<file path="src/source/portalPkg.sv">
package portalPkg;

  localparam int DataWidth = 32;
  localparam int IdWidth = 6;
  localparam int LenWidth = 4;    // Burst has len + 1 beats
  localparam int OffsetWidth = 5;
  localparam int AddrWidth = 13;

  // Address map
  localparam int PortalSelBit = 12;
  localparam int PageLsb = 5;
  localparam int PageMsb = 11;

  localparam int MsgLenWidth = 16; // Header length field, words incl. header

  localparam logic [DataWidth-1:0] NumTiles = 32'd1;
  localparam logic [DataWidth-1:0] NumPortals = 32'd2;
  localparam logic [DataWidth-1:0] IndPortalId = 32'd5;
  localparam logic [DataWidth-1:0] ReqPortalId = 32'd6;
  localparam logic [DataWidth-1:0] UnusedRegValue = 32'h005A05A0;

  typedef enum logic [OffsetWidth-1:0] {
    CtrlIntStatus   = 5'h00,
    CtrlIntEnable   = 5'h04,
    CtrlNumTiles    = 5'h08,
    CtrlQueueStatus = 5'h0C,
    CtrlPortalId    = 5'h10,
    CtrlNumPortals  = 5'h14
  } ctrlRegE;

  typedef struct packed {
    logic [OffsetWidth-1:0] offset;
    logic [IdWidth-1:0] id;
    logic ctrlPage;
    logic reqPortal;
    logic last;
  } beatT;

endpackage

</file>
<file path="src/source/portalBeatIf.sv">
`timescale 1ns/1ns

// One burst beat from a splitter to a read or write engine
interface portalBeatIf import portalPkg::*; ();

  logic valid;
  logic ready;
  beatT beat;

  modport source (
    output valid,
    output beat,
    input  ready
  );

  modport sink (
    input  valid,
    input  beat,
    output ready
  );

endinterface

</file>
<file path="src/source/burstSplitter.sv">
`timescale 1ns/1ns

module burstSplitter import portalPkg::*; #(
  parameter int AddrFifoDepth = 2
) (
  input  logic CLK,
  input  logic RST_N,
  input  logic addrValid,
  output logic addrReady,
  input  logic [AddrWidth-1:0] addr,
  input  logic [LenWidth-1:0] len,
  input  logic [IdWidth-1:0] id,
  portalBeatIf.source beats
);

  // Queued request: offset, length, id, control page, request portal
  localparam int ReqWidth = OffsetWidth + LenWidth + IdWidth + 2;

  logic [ReqWidth-1:0] reqIn, reqOut;
  logic fifoFull, fifoEmpty, take, fire, burstDone;
  logic [OffsetWidth-1:0] headOffset, stepOffset;
  logic [LenWidth-1:0] headLen, beatCount;
  logic [IdWidth-1:0] headId;
  logic headCtrl, headReq, isCtrl;

  assign isCtrl = addr[PageMsb:PageLsb] == '0;
  assign reqIn = {addr[OffsetWidth-1:0], len, id, isCtrl, addr[PortalSelBit]};
  assign {headOffset, headLen, headId, headCtrl, headReq} = reqOut;

  assign addrReady = !fifoFull;
  assign take = addrValid && !fifoFull;

  // Head stays queued until its final beat leaves
  syncFifo #(.Width(ReqWidth), .Depth(AddrFifoDepth)) addrFifo (
    .CLK(CLK),
    .RST_N(RST_N),
    .enq(take),
    .dataIn(reqIn),
    .deq(burstDone),
    .dataOut(reqOut),
    .full(fifoFull),
    .empty(fifoEmpty)
  );

  assign beats.valid = !fifoEmpty;
  assign beats.beat = '{
    offset: headOffset + stepOffset,
    id: headId,
    ctrlPage: headCtrl,
    reqPortal: headReq,
    last: beatCount == headLen
  };

  assign fire = beats.valid && beats.ready;
  assign burstDone = fire && beats.beat.last;

  always_ff @(posedge CLK) begin
    if (!RST_N) begin
      beatCount <= '0;
      stepOffset <= '0;
    end else if (burstDone) begin
      beatCount <= '0;
      stepOffset <= '0;
    end else if (fire) begin
      beatCount <= beatCount + 1'b1;
      stepOffset <= stepOffset + OffsetWidth'(4); // One word per beat
    end
  end

  assert property (@(posedge CLK) disable iff (!RST_N)
    beats.valid && !beats.ready |=> beats.valid && $stable(beats.beat))
    else $error("burstSplitter: beat changed while stalled");

endmodule

</file>
<file path="src/source/indicationBuffer.sv">
`timescale 1ns/1ns

module indicationBuffer import portalPkg::*; #(
  parameter int MsgWords = 4
) (
  input  logic CLK,
  input  logic RST_N,
  input  logic indValid,
  output logic indReady,
  input  logic [MsgWords*DataWidth-1:0] indData,
  input  logic pop,
  output logic pending,
  output logic [DataWidth-1:0] word,
  input  logic intEnable,
  output logic interrupt
);

  logic [MsgWords*DataWidth-1:0] msgBuf;
  logic [MsgLenWidth-1:0] remaining; // Words left, header included

  assign pending = remaining != '0;
  assign indReady = !pending;
  assign word = msgBuf[DataWidth-1:0];
  assign interrupt = pending && intEnable;

  always_ff @(posedge CLK) begin
    if (indValid && indReady)
      msgBuf <= indData;
    else if (pop && pending)
      msgBuf <= msgBuf >> DataWidth;
  end

  always_ff @(posedge CLK) begin
    if (!RST_N)
      remaining <= '0;
    else if (indValid && indReady)
      remaining <= indData[MsgLenWidth-1:0];
    else if (pop && pending)
      remaining <= remaining - 1'b1;
  end

  // Reader only pops what the buffer reports
  assert property (@(posedge CLK) disable iff (!RST_N) pop |-> pending)
    else $error("indicationBuffer: pop with nothing pending");

endmodule

</file>
<file path="src/source/messageAssembler.sv">
`timescale 1ns/1ns

module messageAssembler import portalPkg::*; #(
  parameter int MsgWords = 4
) (
  input  logic CLK,
  input  logic RST_N,
  input  logic wordValid,
  input  logic [DataWidth-1:0] word,
  input  logic wordLast,
  output logic wordReady,
  output logic reqValid,
  input  logic reqReady,
  output logic [MsgWords*DataWidth-1:0] reqData
);

  localparam int PosWidth = $clog2(MsgWords + 1);

  logic [MsgWords*DataWidth-1:0] msgBuf;
  logic [PosWidth-1:0] pos;
  logic take;

  assign wordReady = !reqValid; // Hold off while a message waits
  assign take = wordValid && wordReady;
  assign reqData = msgBuf;

  always_ff @(posedge CLK) begin
    if (take) begin
      if (pos == '0)
        msgBuf <= {{((MsgWords - 1) * DataWidth){1'b0}}, word}; // Clears the rest
      else if (pos < PosWidth'(MsgWords))
        msgBuf[pos*DataWidth +: DataWidth] <= word;
    end
  end

  always_ff @(posedge CLK) begin
    if (!RST_N) begin
      pos <= '0;
      reqValid <= 1'b0;
    end else if (reqValid && reqReady) begin
      pos <= '0;
      reqValid <= 1'b0;
    end else if (take) begin
      if (pos < PosWidth'(MsgWords))
        pos <= pos + 1'b1;   // Saturates, extra words dropped
      reqValid <= wordLast;
    end
  end

  assert property (@(posedge CLK) disable iff (!RST_N)
    reqValid && !reqReady |=> reqValid && $stable(reqData))
    else $error("messageAssembler: message changed while waiting");

endmodule

</file>
<file path="src/source/portalRead.sv">
`timescale 1ns/1ns

module portalRead import portalPkg::*; #(
  parameter int RespFifoDepth = 2
) (
  input  logic CLK,
  input  logic RST_N,
  portalBeatIf.sink beats,
  output logic rValid,
  input  logic rReady,
  output logic [DataWidth-1:0] rData,
  output logic [IdWidth-1:0] rId,
  output logic rLast,
  input  logic indPending,
  input  logic [DataWidth-1:0] indWord,
  output logic indPop,
  input  logic reqNotFull
);

  localparam int RespWidth = DataWidth + IdWidth + 1;

  beatT beat;
  logic respFull, respEmpty, consume;
  logic [DataWidth-1:0] ctrlValue, dataValue, statusValue;
  logic [RespWidth-1:0] respIn, respOut;

  assign beat = beats.beat;
  assign beats.ready = !respFull;
  assign consume = beats.valid && !respFull;

  // Only the indication portal ever has something pending
  assign statusValue = {{(DataWidth - 1){1'b0}}, indPending && !beat.reqPortal};

  always_comb begin
    case (ctrlRegE'(beat.offset))
      CtrlIntStatus:   ctrlValue = statusValue;
      CtrlIntEnable:   ctrlValue = UnusedRegValue; // Write only
      CtrlNumTiles:    ctrlValue = NumTiles;
      CtrlQueueStatus: ctrlValue = statusValue;
      CtrlPortalId:    ctrlValue = beat.reqPortal ? ReqPortalId : IndPortalId;
      CtrlNumPortals:  ctrlValue = NumPortals;
      default:         ctrlValue = UnusedRegValue;
    endcase
  end

  always_comb begin
    dataValue = '0;
    if (beat.offset == OffsetWidth'(4)) // Request space flag on both portals
      dataValue = {{(DataWidth - 1){1'b0}}, reqNotFull};
    else if (beat.offset == '0 && !beat.reqPortal && indPending)
      dataValue = indWord;
  end

  // Empty indication reads return zero and pop nothing
  assign indPop = consume && !beat.ctrlPage && !beat.reqPortal &&
                  beat.offset == '0 && indPending;

  assign respIn = {beat.ctrlPage ? ctrlValue : dataValue, beat.id, beat.last};

  syncFifo #(.Width(RespWidth), .Depth(RespFifoDepth)) respFifo (
    .CLK(CLK),
    .RST_N(RST_N),
    .enq(consume),
    .dataIn(respIn),
    .deq(rValid && rReady),
    .dataOut(respOut),
    .full(respFull),
    .empty(respEmpty)
  );

  assign rValid = !respEmpty;
  assign {rData, rId, rLast} = respOut;

endmodule

</file>
<file path="src/source/portalTop.sv">
`timescale 1ns/1ns

module portalTop import portalPkg::*; #(
  parameter int MsgWords = 4,
  parameter int AddrFifoDepth = 2,
  parameter int RespFifoDepth = 2
) (
  input  logic CLK,
  input  logic RST_N,
  input  logic arValid,
  output logic arReady,
  input  logic [AddrWidth-1:0] arAddr,
  input  logic [LenWidth-1:0] arLen,
  input  logic [IdWidth-1:0] arId,
  output logic rValid,
  input  logic rReady,
  output logic [DataWidth-1:0] rData,
  output logic [IdWidth-1:0] rId,
  output logic rLast,
  input  logic awValid,
  output logic awReady,
  input  logic [AddrWidth-1:0] awAddr,
  input  logic [LenWidth-1:0] awLen,
  input  logic [IdWidth-1:0] awId,
  input  logic wValid,
  output logic wReady,
  input  logic [DataWidth-1:0] wData,
  output logic bValid,
  input  logic bReady,
  output logic [IdWidth-1:0] bId,
  output logic reqValid,
  input  logic reqReady,
  output logic [MsgWords*DataWidth-1:0] reqData,
  input  logic indValid,
  output logic indReady,
  input  logic [MsgWords*DataWidth-1:0] indData,
  output logic interrupt
);

  logic indPending, indPop, intEnable;
  logic [DataWidth-1:0] indWord, reqWord;
  logic reqWordValid, reqWordLast, reqWordReady;

  portalBeatIf readBeats ();
  portalBeatIf writeBeats ();

  burstSplitter #(.AddrFifoDepth(AddrFifoDepth)) readSplit (
    .CLK(CLK), .RST_N(RST_N), .addrValid(arValid), .addrReady(arReady),
    .addr(arAddr), .len(arLen), .id(arId), .beats(readBeats)
  );

  burstSplitter #(.AddrFifoDepth(AddrFifoDepth)) writeSplit (
    .CLK(CLK), .RST_N(RST_N), .addrValid(awValid), .addrReady(awReady),
    .addr(awAddr), .len(awLen), .id(awId), .beats(writeBeats)
  );

  // Assembler ready doubles as the request queue status
  portalRead #(.RespFifoDepth(RespFifoDepth)) readEngine (
    .CLK(CLK), .RST_N(RST_N), .beats(readBeats),
    .rValid(rValid), .rReady(rReady), .rData(rData), .rId(rId), .rLast(rLast),
    .indPending(indPending), .indWord(indWord), .indPop(indPop),
    .reqNotFull(reqWordReady)
  );

  portalWrite #(.RespFifoDepth(RespFifoDepth)) writeEngine (
    .CLK(CLK), .RST_N(RST_N), .beats(writeBeats),
    .wValid(wValid), .wReady(wReady), .wData(wData),
    .bValid(bValid), .bReady(bReady), .bId(bId), .intEnable(intEnable),
    .reqWordValid(reqWordValid), .reqWord(reqWord), .reqWordLast(reqWordLast),
    .reqWordReady(reqWordReady)
  );

  messageAssembler #(.MsgWords(MsgWords)) assembler (
    .CLK(CLK), .RST_N(RST_N), .wordValid(reqWordValid), .word(reqWord),
    .wordLast(reqWordLast), .wordReady(reqWordReady),
    .reqValid(reqValid), .reqReady(reqReady), .reqData(reqData)
  );

  indicationBuffer #(.MsgWords(MsgWords)) indBuffer (
    .CLK(CLK), .RST_N(RST_N), .indValid(indValid), .indReady(indReady),
    .indData(indData), .pop(indPop), .pending(indPending), .word(indWord),
    .intEnable(intEnable), .interrupt(interrupt)
  );

endmodule

</file>
<file path="src/source/portalWrite.sv">
`timescale 1ns/1ns

module portalWrite import portalPkg::*; #(
  parameter int RespFifoDepth = 2
) (
  input  logic CLK,
  input  logic RST_N,
  portalBeatIf.sink beats,
  input  logic wValid,
  output logic wReady,
  input  logic [DataWidth-1:0] wData,
  output logic bValid,
  input  logic bReady,
  output logic [IdWidth-1:0] bId,
  output logic intEnable,
  output logic reqWordValid,
  output logic [DataWidth-1:0] reqWord,
  output logic reqWordLast,
  input  logic reqWordReady
);

  beatT beat;
  logic dataFull, dataEmpty, respFull, respEmpty;
  logic isReqData, respRoom, consume;
  logic [DataWidth-1:0] dataOut;

  assign beat = beats.beat;
  assign isReqData = !beat.ctrlPage && beat.reqPortal;
  assign respRoom = !beat.last || !respFull;

  syncFifo #(.Width(DataWidth), .Depth(RespFifoDepth)) dataFifo (
    .CLK(CLK),
    .RST_N(RST_N),
    .enq(wValid && wReady),
    .dataIn(wData),
    .deq(consume),
    .dataOut(dataOut),
    .full(dataFull),
    .empty(dataEmpty)
  );

  assign wReady = !dataFull;

  // Beat and data word leave together
  assign beats.ready = !dataEmpty && respRoom && (!isReqData || reqWordReady);
  assign consume = beats.valid && beats.ready;

  assign reqWordValid = beats.valid && !dataEmpty && respRoom && isReqData;
  assign reqWord = dataOut;
  assign reqWordLast = beat.offset == '0; // Offset 0 closes the message

  always_ff @(posedge CLK) begin
    if (!RST_N)
      intEnable <= 1'b0;
    else if (consume && beat.ctrlPage && beat.offset == CtrlIntEnable)
      intEnable <= dataOut[0];
  end

  syncFifo #(.Width(IdWidth), .Depth(RespFifoDepth)) respFifo (
    .CLK(CLK),
    .RST_N(RST_N),
    .enq(consume && beat.last),
    .dataIn(beat.id),
    .deq(bValid && bReady),
    .dataOut(bId),
    .full(respFull),
    .empty(respEmpty)
  );

  assign bValid = !respEmpty;

  // Word offer to the assembler is never withdrawn
  assert property (@(posedge CLK) disable iff (!RST_N)
    reqWordValid && !reqWordReady |=> reqWordValid && $stable(reqWord))
    else $error("portalWrite: request word dropped while stalled");

endmodule

</file>
<file path="src/source/syncFifo.sv">
`timescale 1ns/1ns

module syncFifo #(
  parameter int Width = 8,
  parameter int Depth = 2
) (
  input  logic CLK,
  input  logic RST_N,
  input  logic enq,
  input  logic [Width-1:0] dataIn,
  input  logic deq,
  output logic [Width-1:0] dataOut,
  output logic full,
  output logic empty
);

  localparam int PtrWidth = (Depth > 1) ? $clog2(Depth) : 1;

  logic [Width-1:0] mem [Depth];
  logic [PtrWidth-1:0] wrPtr, rdPtr;
  logic [PtrWidth:0] count;

  assign dataOut = mem[rdPtr];
  assign full = count == (PtrWidth + 1)'(Depth);
  assign empty = count == '0;

  always_ff @(posedge CLK) begin
    if (enq)
      mem[wrPtr] <= dataIn;
  end

  always_ff @(posedge CLK) begin
    if (!RST_N) begin
      wrPtr <= '0;
      rdPtr <= '0;
      count <= '0;
    end else begin
      if (enq)
        wrPtr <= (wrPtr == PtrWidth'(Depth - 1)) ? '0 : wrPtr + 1'b1;
      if (deq)
        rdPtr <= (rdPtr == PtrWidth'(Depth - 1)) ? '0 : rdPtr + 1'b1;
      if (enq && !deq)
        count <= count + 1'b1;
      else if (deq && !enq)
        count <= count - 1'b1;
    end
  end

  // Callers must respect the flags
  assert property (@(posedge CLK) disable iff (!RST_N) enq |-> !full)
    else $error("syncFifo: enqueue while full");
  assert property (@(posedge CLK) disable iff (!RST_N) deq |-> !empty)
    else $error("syncFifo: dequeue while empty");

endmodule
</file>
<file path="config.mk">
export PLATFORM = sky130hd
export DESIGN_NAME = portalTop
export DESIGN_NICKNAME = d
export VERILOG_FILES = /design/src/source/portalPkg.sv /design/src/source/portalBeatIf.sv /design/src/source/burstSplitter.sv /design/src/source/indicationBuffer.sv /design/src/source/messageAssembler.sv /design/src/source/portalRead.sv /design/src/source/portalTop.sv /design/src/source/portalWrite.sv /design/src/source/syncFifo.sv
export SDC_FILE = /design/constraint.sdc
export NUM_CORES = 1
export LEC_CHECK = 0
export ABC_CLOCK_PERIOD_IN_PS = 5500
export BUFFER_PORTS_ARGS = -buffer_cell sky130_fd_sc_hd__buf_4
export CORE_UTILIZATION = 51
export CTS_BUF_LIST = sky130_fd_sc_hd__clkbuf_8 sky130_fd_sc_hd__clkbuf_16
export DETAILED_ROUTE_END_ITERATION = 8
export PLACE_DENSITY = 0.85
export RECOVER_POWER = 25
export SYNTH_ARGS = -nofsm -noshare
export SYNTH_HDL_FRONTEND = slang
export SYNTH_HIERARCHICAL = 1
export SYNTH_SLANG_ARGS = --single-unit
</file>
<file path="constraint.sdc">
create_clock -name CLK -period 5.5 [get_ports CLK]
set_input_delay 0.275 -clock CLK [delete_from_list [all_inputs] [get_ports CLK]]
set_output_delay 0.275 -clock CLK [all_outputs]
set_load 0.01 [all_outputs]
</file>
==> impl_results.md <==
- Clk sink count: 538
- RSZ-0062 raised after global routing: no
- Total Routing Usage GR: 26.1%
- Die X: 214 um
- Wire per inst: 20.9 um
- PD cells: 526 mW/mm^2
- Layout area overhead: 26.9%
- TritonCTS clock tree: built
- Synth Warn #: 6
- Worst-path clk slew: 0.06 ns
- Row cnt: 77
- Mapped Area: 0.0230 mm^2
- Leakage: 11.1 nW
- Worst-path fanout max: 32
- Max-Cap Viols: 0
- Setup TNS: 0 ns
- Seq. cell area: 0.0156 mm^2
- Routed wl met3: 4920 um
- Tmin final: 4.39 ns
- Critical Path Sink Type: flip-flop
- Clk Latency, worst-skew pair: 0.60 ns
- Antenna violations before repair: 3
- Worst-case clock buffer depth: 3
- Status: finished clean
- Final-report setup violation count: 0
- Hold Crit Class: in -> reg
- Drc violations: 0
- Worst clock skew: 0.0159 ns
- Total grt overflow: 0
- Worst endpoint required time: 5.96 ns
- Area of the multi-input gates: 0.00670 mm^2
- GPL Wtd Cong: 0.846
- Slew Limit Fails: 0
- Worst-case headroom to the max-slew limit: 24.5%
- Layout cell share with drive strength beyond 1: 21.6%
- Total power: 15.3 mW
- Post-synth top flop: edfxtp_1
- First-pass GRT wire length: 92400 um
- Synth unique cells: 66
- Vias per cell: 5.45
- Post-synthesis sequential area ratio: 67.7%
- Core area: 0.0443 mm^2
- Number of synthesized flops with an enable pin: 478
- Max layer used: met4
- DP HPWL: 36000 um
- Die height: 214 um
- Post-CTS Setup Bufs: 0
- Critical path arrival: 4.84 ns
- Clk root buf: clkbuf_16
- FFs w/ async S/R, synth: 0%
- Die area: 0.0459 mm^2
- #FFs+latches synth: 538
- Cts repair resizes: 0
- Fin nets: 2508
- Detailed Route WL: 60900 um
- Setup crit start kind: flip-flop
- Port Buffers: 395
- Initial core utilization: 51.9%
- Pre-antenna DRT Iters: 5
- Ports: 396
- Fmax: 228 MHz
- Final hold vios: 0
- Largest net degree at the start of global routing: 117
- H-Tree Depth: 2
- Final Cycle Share: 79.8%
- Num CTS Buffers: 54
- DR vias: 15881
- Cells after Synth: 1736
- Starting DRT DRC Count: 1299
- Met2 WL post-DR: 30400 um
- Fill cells: 3054
- Max VDD drop: 0.000580 V
- Syn_area_per_cell: 13.2 um^2
- Worst-margin pin slew: 1.13 ns
- CP Class: reg -> reg
- Antenna-violating nets left: 0
- Syn Nets: 1969
- Vias in the first global route: 16533
- M1 wire length: 22100 um
==> cell families after synthesis <==
group	after synthesis	share of synthesized area (%)
flops	538	67.7
mux	152	7.40
buf+inv	136	3.41
compound gates	144	3.72
xor+xnor	35	1.33
simple gates	713	15.4
fa+ha+maj	18	1.05
==> worst paths after layout <==
path / slack, ns / from / end / depth (start not counted)
worst max-delay path: 1.11 / flip-flop / indBuffer/remaining[9]$_SDFFE_PN0P_ / 13
worst min-delay path: 0.03 / indData[13] / indBuffer/remaining[13]$_SDFFE_PN0P_ / 3
worst max register to register: 1.11 / flip-flop / indBuffer/remaining[9]$_SDFFE_PN0P_ / 13
worst min register to register: 0.50 / indBuffer/remaining[15]$_SDFFE_PN0P_ / indBuffer/remaining[15]$_SDFFE_PN0P_ / 2
==> placed cells by master, fill, tap and decap left out, drive strengths merged, types with 8 or more instances in the layout <==
cell type    Yosys  routed
a21o             8       8
nand3           13      13
nor2b           52      52
and2b            9       9
clkbuf          37     259
edfxtp         478     478
mux2           143     143
a211oi           8       8
nor2            24      24
a21oi           45      45
inv             22      39
xnor2           14      14
o21ai           52      52
mux2i            9       9
xor2            21      21
ha              16      16
dlygate4sd3      0     186
o22ai            8       8
nor4             8       8
and2           112     112
nand3b          10      10
nand2b          36      36
dfxtp           60      60
buf             77     209
clkinv           0      20
or3             10      10
nand2          410     410
==> cells in the mapped netlist, types with 25 or more instances <==
cell type / number / area, um^2
buf_4: 40 / 300
dfxtp_1: 60 / 1200
buf_2: 25 / 125
nand2b_1: 36 / 225
and2_1: 112 / 701
nand2_1: 408 / 1530
clkbuf_1: 36 / 135
nor2b_1: 52 / 325
a21oi_1: 45 / 225
mux2_2: 140 / 1580
edfxtp_1: 478 / 14400
o21ai_0: 52 / 260
==> layer usage <==
| layer | track usage [%] | vias to the layer above |
|---|---|---|
| met5 | 0 | - |
| li1 | - | 7163 |
| met1 | 29.8 | 7663 |
| met3 | 6.57 | 219 |
| met2 | 44.5 | 836 |
| met4 | 14.9 | 0 |
==> area by class of cell <==
type                    count  share of cell area [%]
clock buffers              57                    4.81
multi-input cells        1062                    23.0
diodes                      4                  0.0343
well taps                 592                    2.54
inverters                  22                   0.283
clock inverters            42                    1.00
repair buffers            597                    15.0
flip-flops and latches    538                    53.3
==> report_power, final <==
part / switching, mW / internal (mW) / total (mW) / leakage, nW
sequential: 0.513 / 6.18 / 6.70 / 4.95
combinational: 3.34 / 1.75 / 5.09 / 5.23
clock: 1.53 / 2.02 / 3.55 / 0.896
total: 5.38 / 9.96 / 15.3 / 11.1
==> worst max-delay path: stages (launching register included) <==
cell,delay [ns]
dfxtp_1,0.58
mux2_2,0.40
ha_1,0.21
fa_1,0.38
xnor2_1,0.15
xnor2_1,0.23
nor4b_2,0.32
and3_4,0.45
and2_1,0.29
or4b_2,0.70
nor2_1,0.19
nand3_1,0.11
xor2_1,0.15
a21oi_1,0.08
==> registers in the layout, indices dropped and copies added, names as in the netlist, 3 cells and up, named ones only <==
signal                    count
assembler/pos                 3
assembler/reqData           128
indBuffer/msgBuf            128
indBuffer/remaining          16
readEngine/respFifo/mem      78
readSplit/addrFifo/mem       34
readSplit/beatCount           4
readSplit/stepOffset          3
writeEngine/dataFifo/mem     64
writeEngine/respFifo/mem     12
writeSplit/addrFifo/mem      34
writeSplit/beatCount          4
writeSplit/stepOffset         3
==> stage by stage <==
step	setup slack [ns]	std cells	util (%)	hold slack [ns]	area, um^2
after floorplan	0.728	1736	-	0.374	23000
after global placement	1.30	2625	59.1	0.461	26200
after detailed placement	1.18	2625	59.1	0.463	26200
after CTS	1.14	2910	67.2	0.00158	29800
after global routing	0.838	2913	65.8	0.00857	29200
final	1.11	2914	65.8	0.0312	29200
==> repair_timing <==
action | CTS | global route
hold buffers | 186 | 0
endpoints found under the hold margin | 254 | 0
setup endpoints to repair | 0 | 0
Power figures use the tool's default switching activity.
